File: src/rtl/exec_pkg.sv
package exec_pkg;

	localparam int xlen      = 32;
	localparam int tag_width = 4;

	// rv32 major opcodes handled by the execute stage
	localparam logic [6:0] opcode_op     = 7'b0110011;
	localparam logic [6:0] opcode_op_imm = 7'b0010011;
	localparam logic [6:0] opcode_branch = 7'b1100011;

	// alu functions, base integer ops then the rv32m multiplies
	typedef enum logic [3:0] {
		alu_add,
		alu_sub,
		alu_and,
		alu_or,
		alu_xor,
		alu_slt,
		alu_sltu,
		alu_sll,
		alu_srl,
		alu_sra,
		alu_mul,
		alu_mulh,
		alu_mulhsu,
		alu_mulhu
	} alu_func_t;

	// encoded as funct3, so the decoder casts straight across
	typedef enum logic [2:0] {
		br_beq  = 3'd0,
		br_bne  = 3'd1,
		br_blt  = 3'd4,
		br_bge  = 3'd5,
		br_bltu = 3'd6,
		br_bgeu = 3'd7
	} br_func_t;

	typedef struct packed {
		logic [tag_width-1:0] tag;
		logic [xlen-1:0]      value;
	} alu_result_t; // 36 bits

	typedef struct packed {
		logic [tag_width-1:0] tag;
		logic                 taken;
	} br_result_t; // 5 bits

endpackage
File: src/rtl/brcond.sv
`timescale 1ns/1ns

module brcond (
	input  logic                            clock,
	input  logic                            rst_n,
	input  logic                            flush,
	input  logic                            in_valid,
	input  exec_pkg::br_func_t              func,
	input  logic [exec_pkg::xlen-1:0]       rs1,
	input  logic [exec_pkg::xlen-1:0]       rs2,
	input  logic [exec_pkg::tag_width-1:0]  tag,
	input  logic                            out_ready,
	output logic                            in_ready,
	output logic                            out_valid,
	output exec_pkg::br_result_t            out_result
);
	import exec_pkg::*;

	logic signed [xlen-1:0] signed_rs1;
	logic signed [xlen-1:0] signed_rs2;
	logic                   taken;

	assign signed_rs1 = rs1;
	assign signed_rs2 = rs2;

	always_comb begin
		case (func)
			br_beq:  taken = rs1 == rs2;
			br_bne:  taken = rs1 != rs2;
			br_blt:  taken = signed_rs1 < signed_rs2;
			br_bge:  taken = signed_rs1 >= signed_rs2;
			br_bltu: taken = rs1 < rs2;  // unsigned compare
			br_bgeu: taken = rs1 >= rs2;
			default: taken = 1'b0;
		endcase
	end

	assign in_ready = ~out_valid | out_ready; // same stall rule as the alu

	always_ff @(posedge clock) begin
		if (!rst_n || flush) begin
			out_valid <= 1'b0;
		end else if (in_ready) begin
			out_valid <= in_valid;
		end
	end

	always_ff @(posedge clock) begin
		if (in_valid && in_ready) begin
			out_result.tag   <= tag;
			out_result.taken <= taken;
		end
	end

endmodule

File: config.mk
export PLATFORM = sky130hd
export DESIGN_NAME = brcond
export DESIGN_NICKNAME = d
export VERILOG_FILES = /design/src/rtl/exec_pkg.sv /design/src/rtl/brcond.sv
export SDC_FILE = /design/constraint.sdc
export NUM_CORES = 1
export LEC_CHECK = 0
export BUFFER_PORTS_ARGS = -buffer_cell sky130_fd_sc_hd__clkbuf_2
export CORE_ASPECT_RATIO = 1.2
export CORE_MARGIN = 3
export CORE_UTILIZATION = 44
export CTS_BUF_LIST = sky130_fd_sc_hd__clkbuf_16
export DETAILED_ROUTE_END_ITERATION = 7
export PLACE_DENSITY = 0.92
export SYNTH_ARGS = -nofsm -noshare
export SYNTH_HDL_FRONTEND = slang
export SYNTH_SLANG_ARGS = --single-unit
File: constraint.sdc
create_clock -name clock -period 3.4 [get_ports clock]
set_clock_uncertainty 0.15 [all_clocks]
set_input_delay 0.85 -clock clock [delete_from_list [all_inputs] [get_ports clock]]
set_output_delay 0.85 -clock clock [all_outputs]
set_load 0.005 [all_outputs]
---- Yosys cells after proc, flatten, opt, wreduce, memory -nomap -nowiden ----
Cells that the tools add are included.
cells by class
  magnitude comparators ................... 4
  eq/ne operators ......................... 7
  multiplexer cells ....................... 1
  bitwise operators ....................... 2
  reduce and logical (&&, ||, !) cells .... 4
operator list
  operator            number
  $ge 32x32->1        2
  $lt 32x32->1        2
  $eq 32x32->1        1
  $ne 32x32->1        1
  $eq 3x3->1 const B  4
  $pmux 1 s6          1
  $eq 3x1->1 const B  1
  $logic_not 3->1     1
  $logic_and 1x1->1   1
  $logic_not 1->1     1
  $logic_or 1x1->1    1
  $not 1->1           1
  $or 1x1->1          1
word-level totals
  bits in registers ....................... 6
  bits of input ports ..................... 76
  output and inout bits ................... 7
  logic and storage cells ................. 21

---- Depth between registers and ports, before layout ----
  depth after elaboration ................. 3
  depth in mapped cells ................... 8
  depth with buffers taken out ............ 8

---- Worst setup path before layout ----
No wires, ideal clock.
  kind .................................... input -> register
  from .................................... input port rs2[14] (netlist name)
  to ...................................... register out_result[0] (netlist name) (data pin)
  library setup time ...................... 267 ps
  data arrival time ....................... 2230 ps
  required time ........................... 2983 ps
  path slack .............................. 754 ps
  cell stages on the path ................. 8
  path buffers ............................ 0
  path through ............................ inv_1 -> ha_1 -> nand4_1 -> nor4_1 -> a211oi_1 -> a311oi_1 -> a211o_2 -> nor3_2
on the way
  longest elaborated chain between the ends .. 2
  elaborated cells on any way between the ends .. 7
  classes of those cells .................. order compare: 4; eq/ne: 2; mux: 1
ends and longest elaborated chain
  item                                        line          source
  start: declaration                          brcond.sv:10  input logic [exec_pkg::xlen-1:0] rs2,
  $ge 32x32->1, or another cell as far along  brcond.sv:33  br_bgeu: taken = rs1 >= rs2;
  $pmux 1 s6 (*)                              brcond.sv:27  case (func)
  named net taken                             brcond.sv:21  logic taken;
  end: declaration                            brcond.sv:15  output exec_pkg::br_result_t out_result
The timed path passes the listed nets; every way through them passes the cells marked *.
A chain may end at the register's enable or synchronous reset.

---- Worst setup path in the final report ----
Same ends and word-level chain as after synthesis.

==> summary.txt <==
Pwr
  – Sw Pwr: 0.113 mW
  – Combinational share of power: 34.2%
  – Sequential power share: 20.3%
  – Int Pwr: 0.315 mW
  – Clk pwr share: 45.5%
  – Final Power: 0.428 mW
  – P_leak: 1.01 nW
  – Switching fraction of total power: 26.4%
  – Cell Pwr Density: 259 nW/um^2
  – VDD IR max: 213 uV

Synthesis
  – Top cells by area, synth: ha_1 (36%), edfxtp_1 (13%), inv_1 (11%)
  – Top-area cell type share of the netlist area: 35.7%
  – Count leader, synth: inv_1
  – Ys async rst share: 0%
  – Synth top cells by count: inv_1 (34), ha_1 (32), a21oi_1 (15), nand3_1 (7), nand4_1 (7)
  – Number of synthesized flops with an enable pin: 5
  – Post-synth cell types: 29
  – Syn Nets: 247
  – Avg Cell Area, Syn: 8.07 sq um
  – Top cell type by total area after synthesis: ha_1
  – Share of synthesized area occupied by flip-flops and latches: 15.2%
  – Area of the mapped netlist: 1120 sq um
  – FF+latch count, synth: 6
  – Syn. warnings: 0
  – Synth Instances: 139
  – Synth Flop Type: edfxtp_1

STA
  – Worst slew margin: 63.4%
  – Measured slew at the worst slew-check pin: 0.544 ns
  – Part of the cycle the worst path needs: 80.5%
  – RSZ-0062 raised after global routing: false
  – Final setup vio count: 0
  – Setup WS post-layout: 0.664 ns
  – Peak Freq: 366 MHz
  – TNS Setup: 0 ns
  – Final hold vios: 0
  – Min Tclk post-route: 2.74 ns
  – Pins Over Slew Limit: 0

Die
  – Core area: 2350 sq um
  – Die width: 52.1 microns
  – I/O pin cnt: 83
  – Die H: 61.3 microns
  – Initial core utilization: 47.6%
  – Rows: 19
  – DIE AREA: 3190 sq um

GRT
  – Largest net degree at the start of global routing: 6
  – First-pass GRT wire length: 4.69 mm
  – Met2 usage: 37.9%
  – Initial antenna violation count: 0
  – Vias in the first global route: 1228
  – Total gr overflow: 0
  – GRT busiest layer: met2
  – Met3 Use GR: 2.66%
  – Total GRT Usage: 18.9%
  – Grt met1 use: 19.8%

Routing
  – DRC Markers: 0
  – Routed vias: 1297
  – Pre-antenna DRT Iters: 4
  – WL final: 2.80 mm
  – ANT nets after route: 0
  – Vias per cell: 5.07
  – Routed length per instance: 10.9 microns
  – Starting DRT DRC Count: 28

Finish
  – Share of cells above drive strength 1: 39.6%
  – Area growth syn-to-layout: 47.1%
  – Nets: 334
  – Diodes inserted: 0
  – Util after Layout: 70.1%

Worst setup path
  – Critical path's slowest cell: nor4_1
  – CP max FO: 3
  – CP Buf/Inv Count: 2
  – CP max stage delay: 0.55 ns
  – Kind of critical path: input port to register
  – Req. time, crit path: 3.22 ns
  – Top delay family on crit path: simple AND/OR/NAND/NOR gates
  – CP endpoint kind: register
  – Worst Setup Start Kind: input port
  – Worst path cell trace: clkbuf_2 -> inv_1 -> ha_1 -> nand4_1 -> nor4_1 -> a211oi_1 -> a311oi_1 -> a211o_2 -> nor3_2
  – WP data arrival: 2.55 ns

Clocking
  – Htree depth: 1
  – Post_cts resized: 0
  – CTS Buf Count: 3
  – Clock latency on the worst-skew pair: 0.23 ns
  – Worst-path clk slew: 0.03 ns
  – CTS tree: done
  – CTS sink count: 6
  – Hold buffer count at cts: 0
  – CTS Buffer Depth: 2
  – Number of setup buffers added after CTS: 0
  – Root buffer cell: clkbuf_16

Placement
  – Pre-CTS setup slack: 0.445 ns
  – HPWL after DPL: 2.59 mm
  – GP Congestion: 0.737
  – Port buffer count: 82

Flow run
  – Max-cap violations: 0

Worst hold path
  – HP Class: register to register

Run status
  – Status: complete, no violations
[worst paths after layout]
check / start / end / slack [ns] / cells past startpoint
worst max-delay path: rs2[14] / out_result[0] / 0.66 / 9
worst min-delay path: out_valid / out_valid / 0.36 / 2
worst max register to register: out_valid / out_result[0] / 2.26 / 2
worst min register to register: out_valid / out_valid / 0.36 / 2
[registers in the layout (all words and copies together), names as in the netlist]
register	cells
out_result	5
out_valid	1
[layer usage]
| metal | share of wire (%) | vias up | routed length (microns) |
|---|---|---|---|
| met2 | 50 | 69 | 1400 |
| met3 | 11 | 4 | 297 |
| li1 | - | 670 | - |
| met1 | 38 | 554 | 1050 |
| met5 | 0 | - | 0 |
| met4 | 1.7 | 0 | 49 |
[placed cells by master (no fill, tap or decap)]
| cell | instances |
|---|---|
| a211o_2 | 1 |
| a211oi_1 | 1 |
| a21boi_0 | 2 |
| a21o_1 | 2 |
| a21oi_1 | 15 |
| a22oi_1 | 1 |
| a311oi_1 | 1 |
| a31oi_1 | 1 |
| and2_1 | 1 |
| and3_1 | 2 |
| clkbuf_16 | 3 |
| clkbuf_2 | 82 |
| dfxtp_1 | 1 |
| edfxtp_1 | 5 |
| ha_1 | 32 |
| inv_1 | 35 |
| nand2_1 | 5 |
| nand2b_1 | 3 |
| nand3_1 | 7 |
| nand4_1 | 7 |
| nand4_4 | 1 |
| nor2_1 | 4 |
| nor2b_1 | 1 |
| nor3_1 | 1 |
| nor3_2 | 1 |
| nor4_1 | 2 |
| nor4_4 | 1 |
| o211ai_1 | 1 |
| o21ai_0 | 3 |
| o311a_1 | 2 |
| o31a_1 | 1 |
[cell families after synthesis]
kind of cell             synth area share (%)
AND/OR/NAND/NOR                          20.2
buffers and inverters                    11.4
adder cells (fa/ha/maj)                  35.7
flip-flops                               15.2
AO/OA/AOI/OAI                            17.5
[power by group through the flow]
stage,registers (mW),logic (mW),clock network (mW)
floorplan,0.0886,0.0805,0
global placement,0.0877,0.143,0
detailed placement,0.0882,0.147,0
CTS,0.0871,0.148,0.198
global route,0.0874,0.171,0.202
finish,0.0870,0.146,0.195
[final cells by class]
class / instances / area (sq um)
clock buffers: 3 / 75.1
repair buffers: 82 / 410
inverters: 34 / 128
well taps: 31 / 38.8
multi-input cells: 99 / 823
clock inverters: 1 / 3.75
fillers: 200 / 704
flip-flops and latches: 6 / 170
[worst register-to-register path, delay by kind of cell (launching register included)]
family        cells  cell delay, ns
flops             1            0.30
simple gates      2            0.37
[through the flow]
| stage | cells | instance area, sq um | hold WS [ns] |
|---|---|---|---|
| 2_1_floorplan | 139 | 1120 | 0.374 |
| 3_3_place_gp | 252 | 1570 | 0.359 |
| 3_5_place_dp | 252 | 1570 | 0.362 |
| 4_1_cts | 256 | 1650 | 0.368 |
| 5_1_grt | 256 | 1650 | 0.387 |
| 6_report | 256 | 1650 | 0.361 |
Note: power is estimated with default switching activity, not from simulation.
