**config.mk**
```make
export PLATFORM = sky130hd
export DESIGN_NAME = result_queue
export DESIGN_NICKNAME = d
export VERILOG_FILES = /design/src/rtl/result_queue.sv
export SDC_FILE = /design/constraint.sdc
export NUM_CORES = 1
export LEC_CHECK = 0
export BUFFER_PORTS_ARGS = -buffer_cell sky130_fd_sc_hd__buf_2
export CORE_AREA = 4 4 41 43
export CTS_BUF_LIST = sky130_fd_sc_hd__clkbuf_4 sky130_fd_sc_hd__clkbuf_8 sky130_fd_sc_hd__clkbuf_16
export CTS_CLUSTER_SIZE = 28
export DETAILED_ROUTE_END_ITERATION = 6
export DIE_AREA = 0 0 45 47
export GPL_TIMING_DRIVEN = 0
export PLACE_DENSITY = 0.52
export SLEW_MARGIN = 25
export SYNTH_ARGS = -nofsm -noshare
export SYNTH_HDL_FRONTEND = slang
export SYNTH_SLANG_ARGS = --single-unit
```
**constraint.sdc**
```tcl
create_clock -name clock -period 1.5 [get_ports clock]
set_clock_uncertainty 0.1 [all_clocks]
set_input_delay 0.3 -clock clock [delete_from_list [all_inputs] [get_ports clock]]
set_output_delay 0.3 -clock clock [all_outputs]
set_load 0.03 [all_outputs]
```
**src/rtl/result_queue.sv**
```systemverilog
`timescale 1ns/1ns

module result_queue #(
	parameter type payload_t = logic
) (
	input  logic     clock,
	input  logic     rst_n,
	input  logic     flush,
	input  logic     in_valid,
	input  payload_t in_data,
	input  logic     out_ready,
	output logic     in_ready,
	output logic     out_valid,
	output payload_t out_data
);

	payload_t   mem [2]; // two slots, used as a ring
	logic       rd_ptr;
	logic       wr_ptr;
	logic [1:0] count;   // 0 to 2 entries held
	logic       push;
	logic       pop;

	assign in_ready  = (count != 2'd2);
	assign out_valid = (count != 2'd0); // registered state only, no fall-through
	assign out_data  = mem[rd_ptr];

	assign push = in_valid & in_ready;
	assign pop  = out_valid & out_ready;

	always_ff @(posedge clock) begin
		if (!rst_n || flush) begin
			rd_ptr <= 1'b0;
			wr_ptr <= 1'b0;
			count  <= 2'd0;
		end else begin
			if (push) begin
				wr_ptr <= ~wr_ptr;
			end
			if (pop) begin
				rd_ptr <= ~rd_ptr;
			end
			count <= count + 2'(push) - 2'(pop); // both at once keeps the count
		end
	end

	// slot contents only matter while counted
	always_ff @(posedge clock) begin
		if (push) begin
			mem[wr_ptr] <= in_data;
		end
	end

endmodule

```
After elaboration in Yosys (flattened, before gate mapping)

Memory sizes are Yosys's and may differ from the RTL's. A register that Yosys moved wholly into a read port is not among the register bits.
Index checks and enable logic that the tools add are counted.

Add/subtract/negate cells: 2
Multiply operators: 0
Div/mod/pow operators: 0
Order comparisons: 0
Eq/ne operators: 1
Shifts and indexed selects: 0
Muxes and demuxes: 4
Bitwise logic cells: 4
Reduce and logical (&&, ||, !) cells: 3

Operators by type and width:

| kind                                          | number |
|---|---|
| 2-to-1 mux 1 bit                              | 4 |
| adder 2 x 1 -> 2 bit                          | 1 |
| AND 1 bit                                     | 2 |
| inequality test 2 bit (second input constant) | 1 |
| inverter 1 bit                                | 2 |
| nonzero test 2 bit                            | 1 |
| subtractor 2 x 1 -> 2 bit                     | 1 |
| zero test 1 bit                               | 1 |
| logical OR 1 bit                              | 1 |

Register bits after elaboration: 4
Bits in latches: 0
Memory bits (writable): 2
Memory bits (read-only): 0
Output and inout port bits: 3
Logic and storage cells: 18
Memories: 1

Memory list:

| memory | words | width | read ports | clocked after memory_dff | write ports | line | RTL |
|---|---|---|---|---|---|---|---|
| mem    | 2     | 1     | 1          | 1                        | 1           | 17   | `payload_t mem [2];` |

Longest topological paths before layout

Gate-level depths: netlist (run 1).

Depth after elaboration: 4
Mapped depth: 8
Gate-level depth less buffers: 8

Least setup slack after synthesis (run 1)

Ideal clock, no wire load.

Path kind: flip-flop to flip-flop
From: reg count[0]
To: reg count[1]
Arrival time: 1.520 ns
Data required time: 1.322 ns
Path slack: -0.198 ns
Cell stages (with the launch flop): 9
Period minus slack after synthesis: 1.698 ns
Cell sequence: dfxtp_1 nand2b_2 nand2_4 ha_1 inv_1 ha_1 xor2_1 and2_1 nor3_1

Longest elaborated chain between the ends: 4
Elaborated cells on any way between the ends: 6
Those cells by class: 2 x add/sub; 1 x eq/ne; 2 x bitwise; 1 x reduce/logical

RTL lines:

| what                      | line | RTL |
|---|---|---|
| start: declaration        | 20   | `logic [1:0] count;` |
| start signal: assignment  | 43   | `count <= count + 2'(push) - 2'(pop);` |
| inequality test 2 bit     | 24   | `assign in_ready = (count != 2'd2);` |
| named net in_ready        | 12   | `output logic in_ready,` |
| AND 1 bit                 | 28   | `assign push = in_valid & in_ready;` |
| adder 2 x 1 -> 2 bit      | 43   |  |
| subtractor 2 x 1 -> 2 bit | 43   |  |

The timed path passes the listed nets, and every way through them passes these cells.
A chain may end at the register's enable or synchronous reset.

Final worst setup path (run 1)

From: reg count[1]
To: reg count[1]

Elaborated cells on any way between the ends: 6
Those cells by class: 2 x add/sub; 1 x eq/ne; 2 x bitwise; 1 x reduce/logical

RTL lines:

| what                      | line | RTL |
|---|---|---|
| nonzero test 2 bit        | 25   | `assign out_valid = (count != 2'd0);` |
| AND 1 bit                 | 29   | `assign pop = out_valid & out_ready;` |
| named net pop             | 22   | `logic pop;` |
| subtractor 2 x 1 -> 2 bit | 43   |  |

The timed path passes the listed nets, and every way through them passes these cells.

==> impl_metrics.env, run 1 <==
export IMPL_outcome="finished, violations left"
export IMPL_violations="negative setup slack"
export IMPL_antennaDiodeCount=0
export IMPL_cts_tree="done"
export IMPL_place_ws_ps=-161
export IMPL_syn_to_final_growth_pct=49.2
export IMPL_min_period_ps=1560
export IMPL_core_um2=1300
export IMPL_yosys_warnings=0
export IMPL_holdWs_ps=152
export IMPL_synthArstFlopShare=0
export IMPL_fmax_mhz=641
export IMPL_drive_gt1_frac=0.578
export IMPL_die_area_um2=2120
export IMPL_dp_hpwl_um=424
export IMPL_gp_congestion=0.646
export IMPL_critical_path_required_ps=1570
export IMPL_hold_violations=0
export IMPL_slew_viol_final=0
export IMPL_endpoint_kind="flip-flop"
export IMPL_holdPathEnd="mem[1]"
export IMPL_cp_start_kind="flip-flop"
export IMPL_cts_sinks=7
export IMPL_synth_cell_types=16
export IMPL_setup_ws_ps=-60.4
export IMPL_min_from="in_data"
export IMPL_rows=13
export IMPL_root_buffer="clkbuf_4"
export IMPL_drt_initial_drc_count=0
export IMPL_min_path_cells=1
export IMPL_antenna_left=0
export IMPL_p_leak_nw=0.207
export IMPL_yosys_top_cells_area="dfxtp_1, edfxtp_1, nor2_1"
export IMPL_synth_area_um2=323
export IMPL_power_density_nw_per_um2=1010
export IMPL_hold_buffers=0
export IMPL_rsz0062_at_grt="true"
export IMPL_grt_pass1_wl_um=869
export IMPL_yosysSeqAreaShare=0.496
export IMPL_synth_common_cells="nor2_1, dfxtp_1, inv_1"
export IMPL_syn_area_per_cell_um2=10.4
export IMPL_grt_ovfl_total=0
export IMPL_grt_total_usage=0.0666
export IMPL_dr_pass1_iters=1
export IMPL_critPathMaxFanout=5
export IMPL_crit_type="reg2reg"
export IMPL_r2r_cells=7
export IMPL_final_cell_area_um2=482
export IMPL_ir_drop_mv=0.381
export IMPL_synthCells=31
export IMPL_setup_violations=1
export IMPL_ys_ff_latch=7
export IMPL_place_area_um2=403
export IMPL_grt_max_degree=7
export IMPL_vias_per_cell=3.93
export IMPL_fin_crit_sh=1.04
export IMPL_clkTransAtPathRegs_ps=50
export IMPL_timing_rr_end="count[1]"
export IMPL_route_final_wire_length_um=551
export IMPL_hp_class="in2reg"
export IMPL_synth_most_common_cell="nor2_1"
export IMPL_routedWlPerCell_um=9.18
export IMPL_io_pins=9
export IMPL_clk_path_buf_depth=2
export IMPL_arrival_ps=1630
export IMPL_ys_dominant_reg_cell="dfxtp_1"
export IMPL_cts_buffers=3
export IMPL_antenna_found_initial=0
export IMPL_fp_dieW_um=45
export IMPL_syn_nets=39
export IMPL_yosysTopAreaCell="dfxtp_1"
export IMPL_final_nets=54
export IMPL_drc=0
export IMPL_timing_rr_start="count[1]"
export IMPL_synth_edf_count=2
export IMPL_die_h_um=47
export IMPL_clock_latency_ps=250
export IMPL_reg2reg_setup_slack_ps=-60
export IMPL_h_tree_depth=1
export IMPL_tightest_slew_ps=229
export IMPL_synth_top_area_share=0.310
export IMPL_vias=236
export IMPL_drv_cap=0
export IMPL_grt_pass1_vias=228
export IMPL_port_buffers=8
export IMPL_slew_headroom=0.847
export IMPL_initial_utilization=0.248
-- worst max-delay path, cell delays in order (launching register included) --
cell     delay [ps]
dfxtp_4         360
o21a_4          210
ha_4            260
inv_2            30
ha_4            150
xor2_2          130
and2_1          130
nor3_1          110
-- kinds of logic (layout without fill, tap and decap cells) --
| kind of cell | Yosys count | count (layout) | share of synthesized area |
|---|---|---|---|
| AOI/OAI and AO/OA | 1 | 1 | 0.0271 |
| xor gates and xnor gates | 2 | 2 | 0.0543 |
| adders and majority gates | 2 | 2 | 0.0775 |
| buffers and inverters | 3 | 17 | 0.0349 |
| DFF | 7 | 7 | 0.496 |
| muxes | 2 | 2 | 0.0814 |
| and+or+nand+nor | 14 | 14 | 0.229 |
-- through the flow --
stage          power [mW]  TNS, ps   util  std cells
2_1_floorplan       0.265     -106      -         31
3_3_place_gp        0.282     -159  0.310         54
3_5_place_dp        0.283     -161  0.310         54
4_1_cts             0.487    -65.4  0.360         60
5_1_grt             0.523     -120  0.370         60
6_report            0.486    -60.4  0.370         60
-- worst max path at each step --
stage / from / to / slack [ps] / depth (start not counted)
3_5_place_dp: count[1] / count[1] / -160 / 7
2_1_floorplan: count[0] / count[1] / -110 / 8
6_report: count[1] / count[1] / -60 / 7
4_1_cts: count[1] / count[1] / -70 / 7
3_3_place_gp: count[1] / count[1] / -160 / 7
5_1_grt: count[0] / count[1] / -120 / 8
-- final cells by class --
cell class / instances / area, um2
fillers: 148 / 820
inverters: 3 / 11.3
well taps: 15 / 18.8
clock buffers: 4 / 30.0
multi-input cells: 21 / 195
flip-flops and latches: 7 / 165
repair buffers: 10 / 61.3
-- where the power goes --
part	internal [mW]	total (mW)	switching [mW]	leakage (nW)
Sequential	0.203	0.210	0.00631	0.0606
Combinational	0.0445	0.0872	0.0428	0.128
Clock	0.120	0.189	0.0698	0.0184
-- layer usage --
layer  track usage  up-vias  part of all wire  wire length, um
li1              -      125                 -                -
met1        0.0483      100              0.40              219
met2         0.107        7              0.48              266
met3        0.0613        4             0.087               48
met4        0.0526        0             0.031               17
met5             0        -                 0                0
-- cells in the final DEF (no fill, tap or decap), drive strengths merged --
cell type and instances:
buf 10, clkbuf 4, xor2 1, nor2 8, nor3 1, and2 1, mux2 2, nand2 1
or2 1, dfxtp 5, nand2b 2, xnor2 1, edfxtp 2, o21a 1, inv 3, ha 2
-- repair_timing --
item	CTS	global route
endpoints found under the setup margin	2	2
buffers inserted	2	0
pin swaps	2	0
resized for setup	5	4
Power figures use the tool's default switching activity.
==> inputs of run 2 (changes only) <==
--- a/config.mk
+++ b/config.mk
@@ -6,13 +6,15 @@
 export NUM_CORES = 1
 export LEC_CHECK = 0
 export BUFFER_PORTS_ARGS = -buffer_cell sky130_fd_sc_hd__buf_2
-export CORE_AREA = 4 4 41 43
+export CELL_PAD_IN_SITES_DETAIL_PLACEMENT = 2
+export CELL_PAD_IN_SITES_GLOBAL_PLACEMENT = 2
+export CORE_MARGIN = 4
+export CORE_UTILIZATION = 24
 export CTS_BUF_LIST = sky130_fd_sc_hd__clkbuf_4 sky130_fd_sc_hd__clkbuf_8 sky130_fd_sc_hd__clkbuf_16
 export CTS_CLUSTER_SIZE = 28
 export DETAILED_ROUTE_END_ITERATION = 6
-export DIE_AREA = 0 0 45 47
 export GPL_TIMING_DRIVEN = 0
-export PLACE_DENSITY = 0.52
+export PLACE_DENSITY = 0.72
 export SLEW_MARGIN = 25
 export SYNTH_ARGS = -nofsm -noshare
 export SYNTH_HDL_FRONTEND = slang
==> run 2 against run 1 <==
Effect of this change:
- the run still ends with negative setup slack left
- highest routed layer unchanged
- die area decreased by 5.6%
- core utilization increased by 10 points
- combinational power increased by 38%
- total power increased by 8.7%
- count of clock-buffer cells in the layout unchanged
- largest power group unchanged
==> impl_metrics.env, run 2 (synthesis results as in run 1) <==
export IMPL_min_path_cells=1
export IMPL_fin_crit_sh=1.12
export IMPL_hp_class="in2reg"
export IMPL_endpoint_kind="flip-flop"
export IMPL_clkTransAtPathRegs_ps=60
export IMPL_p_leak_nw=0.247
export IMPL_drc=0
export IMPL_antenna_found_initial=0
export IMPL_crit_start="count[1]"
export IMPL_reg2reg_setup_slack_ps=-180
export IMPL_tightest_slew_ps=318
export IMPL_h_tree_depth=1
export IMPL_vias=285
export IMPL_post_route_util=0.475
export IMPL_cp_start_kind="flip-flop"
export IMPL_holdPathEnd="mem[0]"
export IMPL_cts_tree="done"
export IMPL_place_area_um2=402
export IMPL_slew_headroom=0.788
export IMPL_die_h_um=44.7
export IMPL_arrival_ps=1770
export IMPL_timing_rr_start="count[1]"
export IMPL_grt_pass1_wl_mm=1.46
export IMPL_rows=12
export IMPL_holdWs_ps=147
export IMPL_route_final_wire_length_mm=1.01
export IMPL_die_area_um2=2000
export IMPL_ir_drop_mv=0.365
export IMPL_core_um2=1190
export IMPL_port_buffers=8
export IMPL_clock_latency_ps=260
export IMPL_grt_max_degree=7
export IMPL_grt_total_usage=0.118
export IMPL_cts_buffers=3
export IMPL_dr_pass1_iters=2
export IMPL_crit_type="reg2reg"
export IMPL_fp_dieW_um=44.7
export IMPL_final_common_cell="buf_4"
export IMPL_grt_ovfl_total=0
export IMPL_drt_initial_drc_count=1
export IMPL_violations="negative setup slack"
export IMPL_final_cell_area_um2=563
export IMPL_root_buffer="clkbuf_4"
export IMPL_setup_ws_ps=-182
export IMPL_r2r_cells=7
export IMPL_clk_path_buf_depth=2
export IMPL_final_nets=59
export IMPL_drive_gt1_frac=0.680
export IMPL_setup_violations=2
export IMPL_dp_hpwl_um=715
export IMPL_outcome="finished, violations left"
export IMPL_antennaDiodeCount=0
export IMPL_vias_per_cell=4.45
export IMPL_initial_utilization=0.272
export IMPL_finalPower_mw=0.528
export IMPL_io_pins=9
export IMPL_tns_ps=-220
export IMPL_gp_congestion=0.603
export IMPL_power_density_nw_per_um2=939
export IMPL_routedWlPerCell_um=15.8
export IMPL_syn_to_final_growth_pct=74.4
export IMPL_fmax_mhz=594
export IMPL_hold_buffers=0
export IMPL_drv_cap=0
export IMPL_rsz0062_at_grt="true"
export IMPL_min_from="in_data"
export IMPL_grt_pass1_vias=315
export IMPL_timing_rr_end="count[1]"
export IMPL_layout_common_cells="buf_4, nor2_1, buf_2"
export IMPL_min_period_ps=1680
export IMPL_critical_path_required_ps=1580
export IMPL_critPathMaxFanout=4
export IMPL_fillers=121
export IMPL_hold_violations=0
export IMPL_antenna_left=0
export IMPL_cts_sinks=7
export IMPL_slew_viol_final=0
[run 2: routing by layer]
layer / part of all wire / global-route usage / vias up
li1: - / - / 136
met1: 0.33 / 0.0870 / 137
met2: 0.60 / 0.229 / 7
met3: 0.037 / 0.0366 / 5
met4: 0.038 / 0.108 / 0
met5: 0 / 0 / -
[run 2: per-stage QoR]
step	std cells	setup WS (ps)
floorplan	31	-106
global placement	53	-125
detailed placement	53	-272
CTS	59	-159
global route	64	-246
finish	64	-182
[run 2: final cells by class]
class	instances	area, um2	share of cell area
inverter	3	11.3	0.0200
timing repair buffer	15	108	0.191
sequential	7	168	0.298
multi-input combinational	21	229	0.407
tap	14	17.5	0.0311
clock buffer	4	30.0	0.0533
[run 2: how the worst max path moves through the flow]
stage                     endpoint  slack, ps  depth (start not counted)
after floorplan           count[1]       -110                          8
final                     count[1]       -180                          7
after global routing      count[1]       -250                          7
after global placement    count[1]       -130                          7
after detailed placement  count[1]       -270                          7
after CTS                 count[1]       -160                          8
[run 2: worst max-delay path, stage by stage (launching register included)]
cell     delay [ps]
dfxtp_4         360
o21a_4          230
ha_4            260
inv_2            40
ha_4            170
xor2_4          190
and2_4          170
nor3_4          100
[run 2: power breakdown]
| group | switching, mW | internal, mW | leakage [nW] |
|---|---|---|---|
| Sequential | 0.00727 | 0.202 | 0.0609 |
| Combinational | 0.0574 | 0.0622 | 0.167 |
| Clock | 0.0789 | 0.120 | 0.0184 |
[run 2: repair_timing]
| item | CTS | global route |
|---|---|---|
| pin swaps | 2 | 5 |
| buffers inserted | 2 | 5 |
| resized for setup | 3 | 19 |
| endpoints found under the setup margin | 3 | 5 |
