## config.mk

```make
export PLATFORM = sky130hd
export DESIGN_NAME = exec_decode
export DESIGN_NICKNAME = d
export VERILOG_FILES = /design/src/rtl/exec_pkg.sv /design/src/rtl/exec_decode.sv
export SDC_FILE = /design/constraint.sdc
export NUM_CORES = 1
export LEC_CHECK = 0
export BUFFER_PORTS_ARGS = -buffer_cell sky130_fd_sc_hd__buf_2
export CAP_MARGIN = 15
export CORE_AREA = 5 5 102 104
export CTS_CLUSTER_DIAMETER = 60
export CTS_CLUSTER_SIZE = 8
export DETAILED_ROUTE_END_ITERATION = 12
export DIE_AREA = 0 0 107 109
export SETUP_SLACK_MARGIN = 0.05
export SYNTH_ARGS = -nofsm -noshare
export SYNTH_HDL_FRONTEND = slang
export SYNTH_SLANG_ARGS = --single-unit
```

## constraint.sdc

```tcl
create_clock -name clock -period 1.35 [get_ports clock]
set_input_delay 0.2025 -clock clock [delete_from_list [all_inputs] [get_ports clock]]
set_output_delay 0.2025 -clock clock [all_outputs]
set_load 0.01 [all_outputs]
```

## src/rtl/exec_pkg.sv

```systemverilog
package exec_pkg;

	localparam int xlen      = 32;
	localparam int tag_width = 4;

	// rv32 major opcodes handled by the execute stage
	localparam logic [6:0] opcode_op     = 7'b0110011;
	localparam logic [6:0] opcode_op_imm = 7'b0010011;
	localparam logic [6:0] opcode_branch = 7'b1100011;

	// alu functions, base integer ops then the rv32m multiplies
	typedef enum logic [3:0] {
		alu_add,
		alu_sub,
		alu_and,
		alu_or,
		alu_xor,
		alu_slt,
		alu_sltu,
		alu_sll,
		alu_srl,
		alu_sra,
		alu_mul,
		alu_mulh,
		alu_mulhsu,
		alu_mulhu
	} alu_func_t;

	// encoded as funct3, so the decoder casts straight across
	typedef enum logic [2:0] {
		br_beq  = 3'd0,
		br_bne  = 3'd1,
		br_blt  = 3'd4,
		br_bge  = 3'd5,
		br_bltu = 3'd6,
		br_bgeu = 3'd7
	} br_func_t;

	typedef struct packed {
		logic [tag_width-1:0] tag;
		logic [xlen-1:0]      value;
	} alu_result_t; // 36 bits

	typedef struct packed {
		logic [tag_width-1:0] tag;
		logic                 taken;
	} br_result_t; // 5 bits

endpackage
```

## src/rtl/exec_decode.sv

```systemverilog
`timescale 1ns/1ns

module exec_decode (
	input  logic                            clock,
	input  logic                            rst_n,
	input  logic                            issue_valid,
	input  logic [6:0]                      opcode,
	input  logic [2:0]                      funct3,
	input  logic [6:0]                      funct7,
	input  logic [exec_pkg::xlen-1:0]       rs1_val,
	input  logic [exec_pkg::xlen-1:0]       rs2_val,
	input  logic [exec_pkg::xlen-1:0]       imm,
	input  logic [exec_pkg::tag_width-1:0]  tag,
	input  logic                            alu_ready,
	input  logic                            br_ready,
	output logic                            issue_ready,
	output logic                            alu_valid,
	output exec_pkg::alu_func_t             alu_func,
	output logic [exec_pkg::xlen-1:0]       alu_opa,
	output logic [exec_pkg::xlen-1:0]       alu_opb,
	output logic [exec_pkg::tag_width-1:0]  alu_tag,
	output logic                            br_valid,
	output exec_pkg::br_func_t              br_func,
	output logic [exec_pkg::xlen-1:0]       br_rs1,
	output logic [exec_pkg::xlen-1:0]       br_rs2,
	output logic [exec_pkg::tag_width-1:0]  br_tag,
	output logic                            illegal
);
	import exec_pkg::*;

	logic alu_sel; // goes to the alu
	logic br_sel;  // goes to brcond
	logic use_imm; // op-imm, operand b from the immediate

	// base integer ops, alt is funct7[5] where it means sub or sra
	function automatic alu_func_t base_func(input logic [2:0] f3, input logic alt);
		case (f3)
			3'b000:  base_func = alt ? alu_sub : alu_add;
			3'b001:  base_func = alu_sll;
			3'b010:  base_func = alu_slt;
			3'b011:  base_func = alu_sltu;
			3'b100:  base_func = alu_xor;
			3'b101:  base_func = alt ? alu_sra : alu_srl;
			3'b110:  base_func = alu_or;
			default: base_func = alu_and;
		endcase
	endfunction

	always_comb begin
		alu_sel  = 1'b0;
		br_sel   = 1'b0;
		use_imm  = 1'b0;
		alu_func = alu_add;
		case (opcode)
			opcode_op: begin
				if (funct7[0]) begin // rv32m
					alu_sel = ~funct3[2]; // div and rem fall through as illegal
					case (funct3[1:0])
						2'b00:   alu_func = alu_mul;
						2'b01:   alu_func = alu_mulh;
						2'b10:   alu_func = alu_mulhsu;
						default: alu_func = alu_mulhu;
					endcase
				end else begin
					alu_sel  = 1'b1;
					alu_func = base_func(funct3, funct7[5]);
				end
			end
			opcode_op_imm: begin
				alu_sel  = 1'b1;
				use_imm  = 1'b1;
				// no subi, funct7 only picks srai over srli
				alu_func = base_func(funct3, funct7[5] & (funct3 == 3'b101));
			end
			opcode_branch: br_sel = (funct3[2:1] != 2'b01); // funct3 2 and 3 unused
			default: ;
		endcase
	end

	// illegal ops are taken at most every other cycle so the pulse stays single
	assign issue_ready = alu_sel ? alu_ready : (br_sel ? br_ready : ~illegal);

	assign alu_valid = issue_valid & alu_sel;
	assign alu_opa   = rs1_val;
	assign alu_opb   = use_imm ? imm : rs2_val;
	assign alu_tag   = tag;

	assign br_valid = issue_valid & br_sel;
	assign br_func  = br_func_t'(funct3);
	assign br_rs1   = rs1_val;
	assign br_rs2   = rs2_val;
	assign br_tag   = tag;

	always_ff @(posedge clock) begin
		if (!rst_n) begin
			illegal <= 1'b0;
		end else begin
			illegal <= issue_valid & issue_ready & ~alu_sel & ~br_sel; // dropped here
		end
	end

endmodule

```

### Yosys cells after proc, flatten, opt, wreduce, memory -nomap -nowiden

Index checks and enable logic that the tools add are counted.
Widths: inputs -> output; s select.

* register bits after elaboration: 1
* output and inout bits: 147

* eq/ne operators: 12
* mux-type cells: 16
* bitwise logic cells: 10
* reductions and logical operators: 2

Operators with widths (count)
* $pmux 4 s7: 2
* $mux 32: 1
* $eq 3x3->1 const B: 3
* $mux 1: 9
* $pmux 3 s3: 1
* $pmux 4 s2: 1
* $eq 7x5->1 const B: 1
* $eq 7x6->1 const B: 1
* $eq 7x7->1 const B: 1
* $and 1x1->1: 6
* $eq 3x2->1 const B: 2
* $mux 4: 1
* $not 1->1: 4
* $eq 3x1->1 const B: 1
* $logic_not 3->1: 1
* $eq 2x1->1 const B: 1
* $eq 2x2->1 const B: 1
* $logic_not 2->1: 1
* $ne 2x1->1 const B: 1
* $pmux 1 s2: 1

### Longest topological paths before layout

Gate-level depths: netlist of the first run.

* depth in word-level cells: 7
* gate-level depth with buffers: 5

### Worst setup path after synthesis of the first run

Ideal clock, no wire load.

* path kind: input -> output
* from: in opcode[2]
* to: out issue_ready
* arrival time: 1222 ps
* required time: 1148 ps
* slack: -74 ps
* stages on the path: 4
* path buffers: 0
* cell sequence: and4bb_2 -> nand3b_1 -> a31oi_2 -> mux2_2

* cells in the longest elaborated chain, start to end: 4
* elaborated cells between the ends (all ways): 7
* classes of those cells: 3 x eq/ne; 4 x mux

Ends and longest elaborated chain
* from (decl): RTL line exec_decode.sv:7 `input logic [6:0] opcode,`
* $eq 7x7->1: RTL line exec_decode.sv:54 `case (opcode)`
* $mux 1: RTL line exec_decode.sv:54
* $mux 1: RTL line exec_decode.sv:81 `assign issue_ready = alu_sel ? alu_ready : (br_sel ? br_ready : ~illegal);`
* $mux 1 (*): RTL line exec_decode.sv:81
* to (decl): RTL line exec_decode.sv:16 `output logic issue_ready,`

Every way passes the cells marked *; elsewhere a longest branch is shown, timed or not.

### Worst setup path after layout of the first run

* from: in opcode[3]
* to: out issue_ready

The elaborated chain is that of the path after synthesis.

==> results of run 1 <==
[worst max-delay path by stage]
stage	startpoint	end	slack (ns)
after CTS	opcode[1]	alu_opb[0]	-0.26
after floorplan	opcode[2]	issue_ready	-0.04
final	opcode[3]	issue_ready	-0.26
after global placement	opcode[2]	issue_ready	-0.25
after detailed placement	opcode[2]	issue_ready	-0.27
after global routing	opcode[3]	issue_ready	-0.30
[cell usage after synthesis]
cell type	n	share of area (%)
o211ai_1	1	0.50
o2111ai_1	1	0.58
mux2_2	29	22
a2bb2oi_1	1	0.58
nand3b_1	1	0.50
nor4b_1	1	0.58
o21ai_0	1	0.33
and3b_1	1	0.58
buf_2	1	0.33
a21o_1	1	0.50
and2_1	1	0.41
o221ai_1	1	0.58
buf_6	3	2.2
dfxtp_1	1	1.3
nand2_1	5	1.2
nor2_1	1	0.25
nand3_1	3	0.99
and2_2	2	0.99
nor2b_1	2	0.83
a31oi_1	1	0.41
a21oi_1	1	0.33
and4bb_2	1	0.83
a31oi_2	1	0.83
nand2_2	1	0.41
and3b_2	1	0.66
nor4_1	1	0.41
clkbuf_1	1	0.25
o2111a_2	1	0.83
mux2i_1	2	1.3
mux2_4	4	4.0
nor3b_2	1	0.83
inv_1	3	0.75
buf_4	107	53
[per-stage QoR]
stage	util, %	hold slack, ns
floorplan	-	0.322
global placement	18.1	0.405
detailed placement	18.1	0.405
CTS	19.0	0.405
global route	19.4	0.405
finish	19.5	0.405
[area by class of cell]
cell class	count	area share [%]
timing repair buffer	171	52.6
multi-input combinational	67	37.8
tap	114	7.75
sequential	1	1.09
inverter	3	0.612
antenna	1	0.136
[worst max-delay path, stage by stage]
cell,delay [ns]
buf_6,0.09
and4bb_2,0.34
nand3b_1,0.13
a31oi_2,0.20
mux2_4,0.32
buf_6,0.12
[power by group through the flow]
stage | Clock, W | Combinational, W | Sequential, W
3_5_place_dp | 0 | 0.000443 | 0.0000332
6_report | 0.0000000000991 | 0.000457 | 0.0000343
5_1_grt | 0 | 0.000493 | 0.0000346
3_3_place_gp | 0 | 0.000435 | 0.0000330
2_1_floorplan | 0 | 0.000458 | 0.0000339
4_1_cts | 0 | 0.000456 | 0.0000332
[layer usage]
metal  wire length [µm]  share of wire (%)  GRT usage [%]  up-vias
li1                   -                  -              -      624
met2               2650                 49           14.0      103
met5                 20               0.37              0        -
met4                145                2.7           2.37        2
met3                730                 14           2.90       25
met1               1810                 34           7.47      600
[kinds of logic after synthesis]
group           after synthesis
mux                          35
flops                         1
buf+inv                     115
compound gates               10
simple gates                 22
[what timing repair did]
item,4_1_cts,5_1_grt
pin swaps,3,2
setup endpoints to repair,39,40
resized for setup,13,8
setup buffers,1,3
hold endpoints to repair,0,0
==> impl_results.md, run 1 <==
- Initial antenna violation count: 2
- Dpl hpwl: 4860 µm
- Top Registers: illegal x1
- Clock network fraction of total power: 0%
- Layout Cell Area excl Fill: 0.00184 mm²
- Routed length per placed instance: 15.0 µm
- Layout area overhead: 21.9%
- Gr ovfl total: 0
- Most frequent cells in the layout: 146 x buf_2, 28 x mux2_2, 14 x buf_4, 10 x buf_6
- DRC: 0
- Largest Register: illegal
- First-pass GRT wire length: 6910 µm
- Min-Delay Endpoint: alu_opa[15]
- Area of the multi-input gates: 696 µm²
- GPL Wtd Cong: 0.743
- Slew HR: 85.2%
- Synthesized net count: 305
- Die width: 107 µm
- Hold depth: 0
- Hold Startpoint: rs1_val[15]
- Sequential cell area: 20.0 µm²
- Detailed Route WL: 5350 µm
- Post-Synthesis Cell Area: 0.00151 mm²
- CTS Hold Bufs: 0
- Seq/Total Area, Yosys: 1.33%
- Final setup vio count: 40
- Initial Utilization: 16.0%
- R2R setup slack: 0.66 ns
- Register bit total from synthesis: 1
- Final Hold Fails: 0
- Cell count of the worst reg-to-reg path: 1
- Vias in the first global route: 1282
- Vias/cell: 3.79
- Worst Hold Class: in -> out
- Number of fill cells: 1059
- Slew @ Worst Pin: 0.222 ns
- Routed Antenna Nets: 0
- Worst Path Required: 1.15 ns
- Sw power: 0.000212 W
- Comb pwr share: 93.0%
- Fmax achieved: 623 MHz
- Synth Instances: 183
- Setup WS pre-CTS: -0.273 ns
- Clk_lat worst skew: 0 ns
- Layout cells sized above 1: 90.1%
- # IOs: 269
- Port Buffer Count: 155
- Final worst slack: -0.256 ns
- Netlist cell types: 33
- Crit Path Max Fanout: 4
- Largest net degree at the start of global routing: 26
- Router iterations before antenna repair: 4
- Nets: 366
- Total GRT Usage: 7.42%
- Warning count from the yosys run: 0
- Final setup TNS: -7.99 ns
- Worst setup EP type: primary output
- Largest family of logic cells by synthesized area: buffers and inverters
- Total power: 0.000491 W
- Cell Rows: 36
- VDD IR max: 0.0000741 V
- Mux share of post-synthesis cell area: 26.9%
- Max reg flops: 1
- Vias: 1354
- Worst reg2reg path startpoint: illegal
- Die Y: 109 µm
- CP Launch Type: primary input
- Synth Area in Compound Gates: 5.47%
- Pint: 0.000279 W
- Placed Cells: 354
- Maxcap violations: 0
- Full die area: 0.0117 mm²
- Initial drt markers: 41
- Net Sw Frac: 43.2%
- Post-synthesis simple-gate area fraction: 9.53%
- Placed inst area: 0.00172 mm²
- P_leak: 1.00 nW
- Core area: 0.00946 mm²
- Synth Area in Adders: 0%
- Reg2reg end: illegal
- WS Path Type: in -> out
- Slew Limit Fails: 0
- RSZ-0062 raised after global routing: true
- Period utilization: 119%
- Fin crit period: 1.61 ns
- Fin cells: 357
- Flop pwr share: 7.0%
- Failing checks: setup timing
- Leading cell type in the layout, fill and taps excluded: buf_2
- Post-Syn Area per Cell: 8.25 µm²
- Synth Area in XOR/XNOR: 0%
- Clock skew: 0 ns
- P per Cell Area: 267 mW/mm²
- Status: complete, but fails checks
- WP data arrival: 1.40 ns
Note: power is estimated with default switching activity, not from simulation.
==> run 2: changes to the inputs <==
--- a/config.mk
+++ b/config.mk
@@ -5,13 +5,14 @@
 export SDC_FILE = /design/constraint.sdc
 export NUM_CORES = 1
 export LEC_CHECK = 0
+export ABC_AREA = 1
 export BUFFER_PORTS_ARGS = -buffer_cell sky130_fd_sc_hd__buf_2
 export CAP_MARGIN = 15
-export CORE_AREA = 5 5 102 104
+export CORE_AREA = 5 5 103 105
 export CTS_CLUSTER_DIAMETER = 60
 export CTS_CLUSTER_SIZE = 8
 export DETAILED_ROUTE_END_ITERATION = 12
-export DIE_AREA = 0 0 107 109
+export DIE_AREA = 0 0 108 110
 export SETUP_SLACK_MARGIN = 0.05
 export SYNTH_ARGS = -nofsm -noshare
 export SYNTH_HDL_FRONTEND = slang
==> impl_results.md, run 2 <==
- Status: complete, but fails checks
- Failing checks: setup timing
- Top Registers: illegal x1
- Warning count from the yosys run: 0
- Die Y: 110 µm
- Cell count of the worst reg-to-reg path: 4
- Post-Synthesis Cell Area: 0.00153 mm²
- Yosys top cell area share: 52.7%
- Fin cells: 467
- Top cells by area, synth: buf_4 53%, nand2_1 29%, nand3_1 5.3%
- Final worst slack: -0.0730 ns
- Cell Rows: 36
- Register bit total from synthesis: 1
- Post-Syn Area per Cell: 5.49 µm²
- Detailed Route WL: 5330 µm
- # IOs: 269
- GPL Wtd Cong: 0.764
- Critical path's slowest cell: or2_1
- Net Sw Frac: 47.6%
- Final setup vio count: 34
- Layout Cell Area excl Fill: 0.00192 mm²
- P per Cell Area: 257 mW/mm²
- Synth Area in Compound Gates: 0.656%
- Worst Hold Class: in -> out
- Vias: 1684
- Number of fill cells: 1149
- Netlist cell types: 15
- Seq/Total Area, Yosys: 1.31%
- Flop pwr share: 6.7%
- Pint: 0.000258 W
- Gr ovfl total: 0
- Nets: 458
- VDD IR max: 0.000128 V
- Sequential cell area: 20.0 µm²
- Crit-path cells: buf_6 > or2_1 > nor2_2 > nand2_2 > clkinv_4 > clkbuf_16 > nand2_1 > nand2_1 > buf_2
- Worst Path Required: 1.15 ns
- Leading cell type in the layout, fill and taps excluded: buf_2
- Period utilization: 105%
- Leading area contributor after synthesis: buf_4
- Placed inst area: 0.00174 mm²
- Placed Cells: 464
- Largest family of logic cells by synthesized area: buffers and inverters
- Router iterations before antenna repair: 4
- Most common cell in the netlist: nand2_1
- Clk_lat worst skew: 0 ns
- Clock skew: 0 ns
- Fin crit period: 1.42 ns
- Synthesized net count: 400
- Full die area: 0.0119 mm²
- DRC: 0
- CP peak stage delay: 0.23 ns
- Post-synth top flop: dfxtp_1
- First-pass GRT wire length: 7050 µm
- Vias in the first global route: 1538
- Top cells by count, synth: 119 x nand2_1, 107 x buf_4, 16 x nand3_1, 10 x inv_1, 10 x nor2_1
- Mux share of post-synthesis cell area: 0%
- Synth Area in Adders: 0%
- Hold depth: 0
- P_leak: 1.18 nW
- Layout area overhead: 25.7%
- Synth Area in XOR/XNOR: 0%
- Most frequent cells in the layout: 149 x buf_2, 114 x nand2_1, 11 x nand3_1, 8 x buf_6, 7 x buf_4
- Worst setup EP type: primary output
- Largest Register: illegal
- Hold_ws: 0.405 ns
- Dpl hpwl: 4480 µm
- Post-synthesis simple-gate area fraction: 39.3%
- Core area: 0.00955 mm²
- RSZ-0062 raised after global routing: true
- Die width: 108 µm
- Vias/cell: 3.61
- Initial Utilization: 16.0%
- Sw power: 0.000235 W
- Crit Path Max Fanout: 9
- Routed length per placed instance: 11.4 µm
- Max reg flops: 1
- Comb pwr share: 93.3%
- Maxcap violations: 0
- Slew HR: 84.4%
- Synth Instances: 278
- Antenna cell count: 0
- Post-synth EDFFs: 0
- Total GRT Usage: 7.11%
- Initial antenna violation count: 0
- Slew Limit Fails: 0
- WS Path Type: in -> out
- Area of the multi-input gates: 696 µm²
- Clock network fraction of total power: 0%
- CP Launch Type: primary input
- Slew @ Worst Pin: 0.231 ns
- Initial drt markers: 55
- Final core occ: 20.1%
- CP dominant cell by count: nand2_1
- Largest net degree at the start of global routing: 34
- Final Hold Fails: 0
- Port Buffer Count: 155
- Fmax achieved: 703 MHz
- Routed Antenna Nets: 0
- Asr flop ratio synth: 0%
- WP data arrival: 1.22 ns
- Layout cells sized above 1: 57.5%
run 2: cell type report:
type / instances / area share [%]
inverters: 11 / 2.42
repair buffers: 169 / 51.6
flip-flops and latches: 1 / 1.04
multi-input cells: 153 / 36.3
well taps: 133 / 8.68
run 2: final timing paths:
check | startpoint | end | slack, ns
max | opcode[5] | alu_opb[26] | -0.07
min | rs1_val[31] | alu_opa[31] | 0.41
max reg2reg | illegal | illegal | 0.66
min reg2reg | illegal | illegal | 0.60
run 2: power by group through the flow:
stage | Sequential [W] | Combinational, W | Clock, W
after floorplan | 0.0000337 | 0.000449 | 0
after global placement | 0.0000327 | 0.000424 | 0
after detailed placement | 0.0000328 | 0.000427 | 0
after CTS | 0.0000328 | 0.000438 | 0
after global routing | 0.0000335 | 0.000510 | 0
final | 0.0000331 | 0.000460 | 0
run 2: per-stage QoR:
stage               power, W  setup TNS [ns]  worst slack, ns
floorplan           0.000482               0            0.180
finish              0.000493           -1.50          -0.0730
global placement    0.000457           -2.23           -0.144
detailed placement  0.000460           -2.66           -0.138
global route        0.000543           -4.52           -0.170
CTS                 0.000471           -1.75          -0.0726
run 2: kinds of logic (layout without fill, tap and decap cells):
family,count (synthesis),after routing
and+or+nand+nor,151,151
buffers and inverters,124,180
AOI/OAI and AO/OA,2,2
DFF,1,1
run 2: what timing repair did:
action	4_1_cts	5_1_grt
setup buffers	1	1
pin swaps	2	11
endpoints found under the setup margin	36	38
hold buffers	0	0
gates resized for setup	14	24
gates cloned	0	1
run 2: critical path, delay by kind of cell:
kind                   cells  cell delay [ns]
buffers and inverters      4             0.48
AND/OR/NAND/NOR            5             0.53
run 2: metal layers:
| layer | up-vias | track usage (%) | share of wire [%] |
|---|---|---|---|
| li1 | 849 | - | - |
| met1 | 699 | 8.13 | 37 |
| met2 | 109 | 12.9 | 47 |
| met3 | 27 | 1.51 | 12 |
| met4 | 0 | 2.80 | 3.7 |
| met5 | - | 0 | 0 |
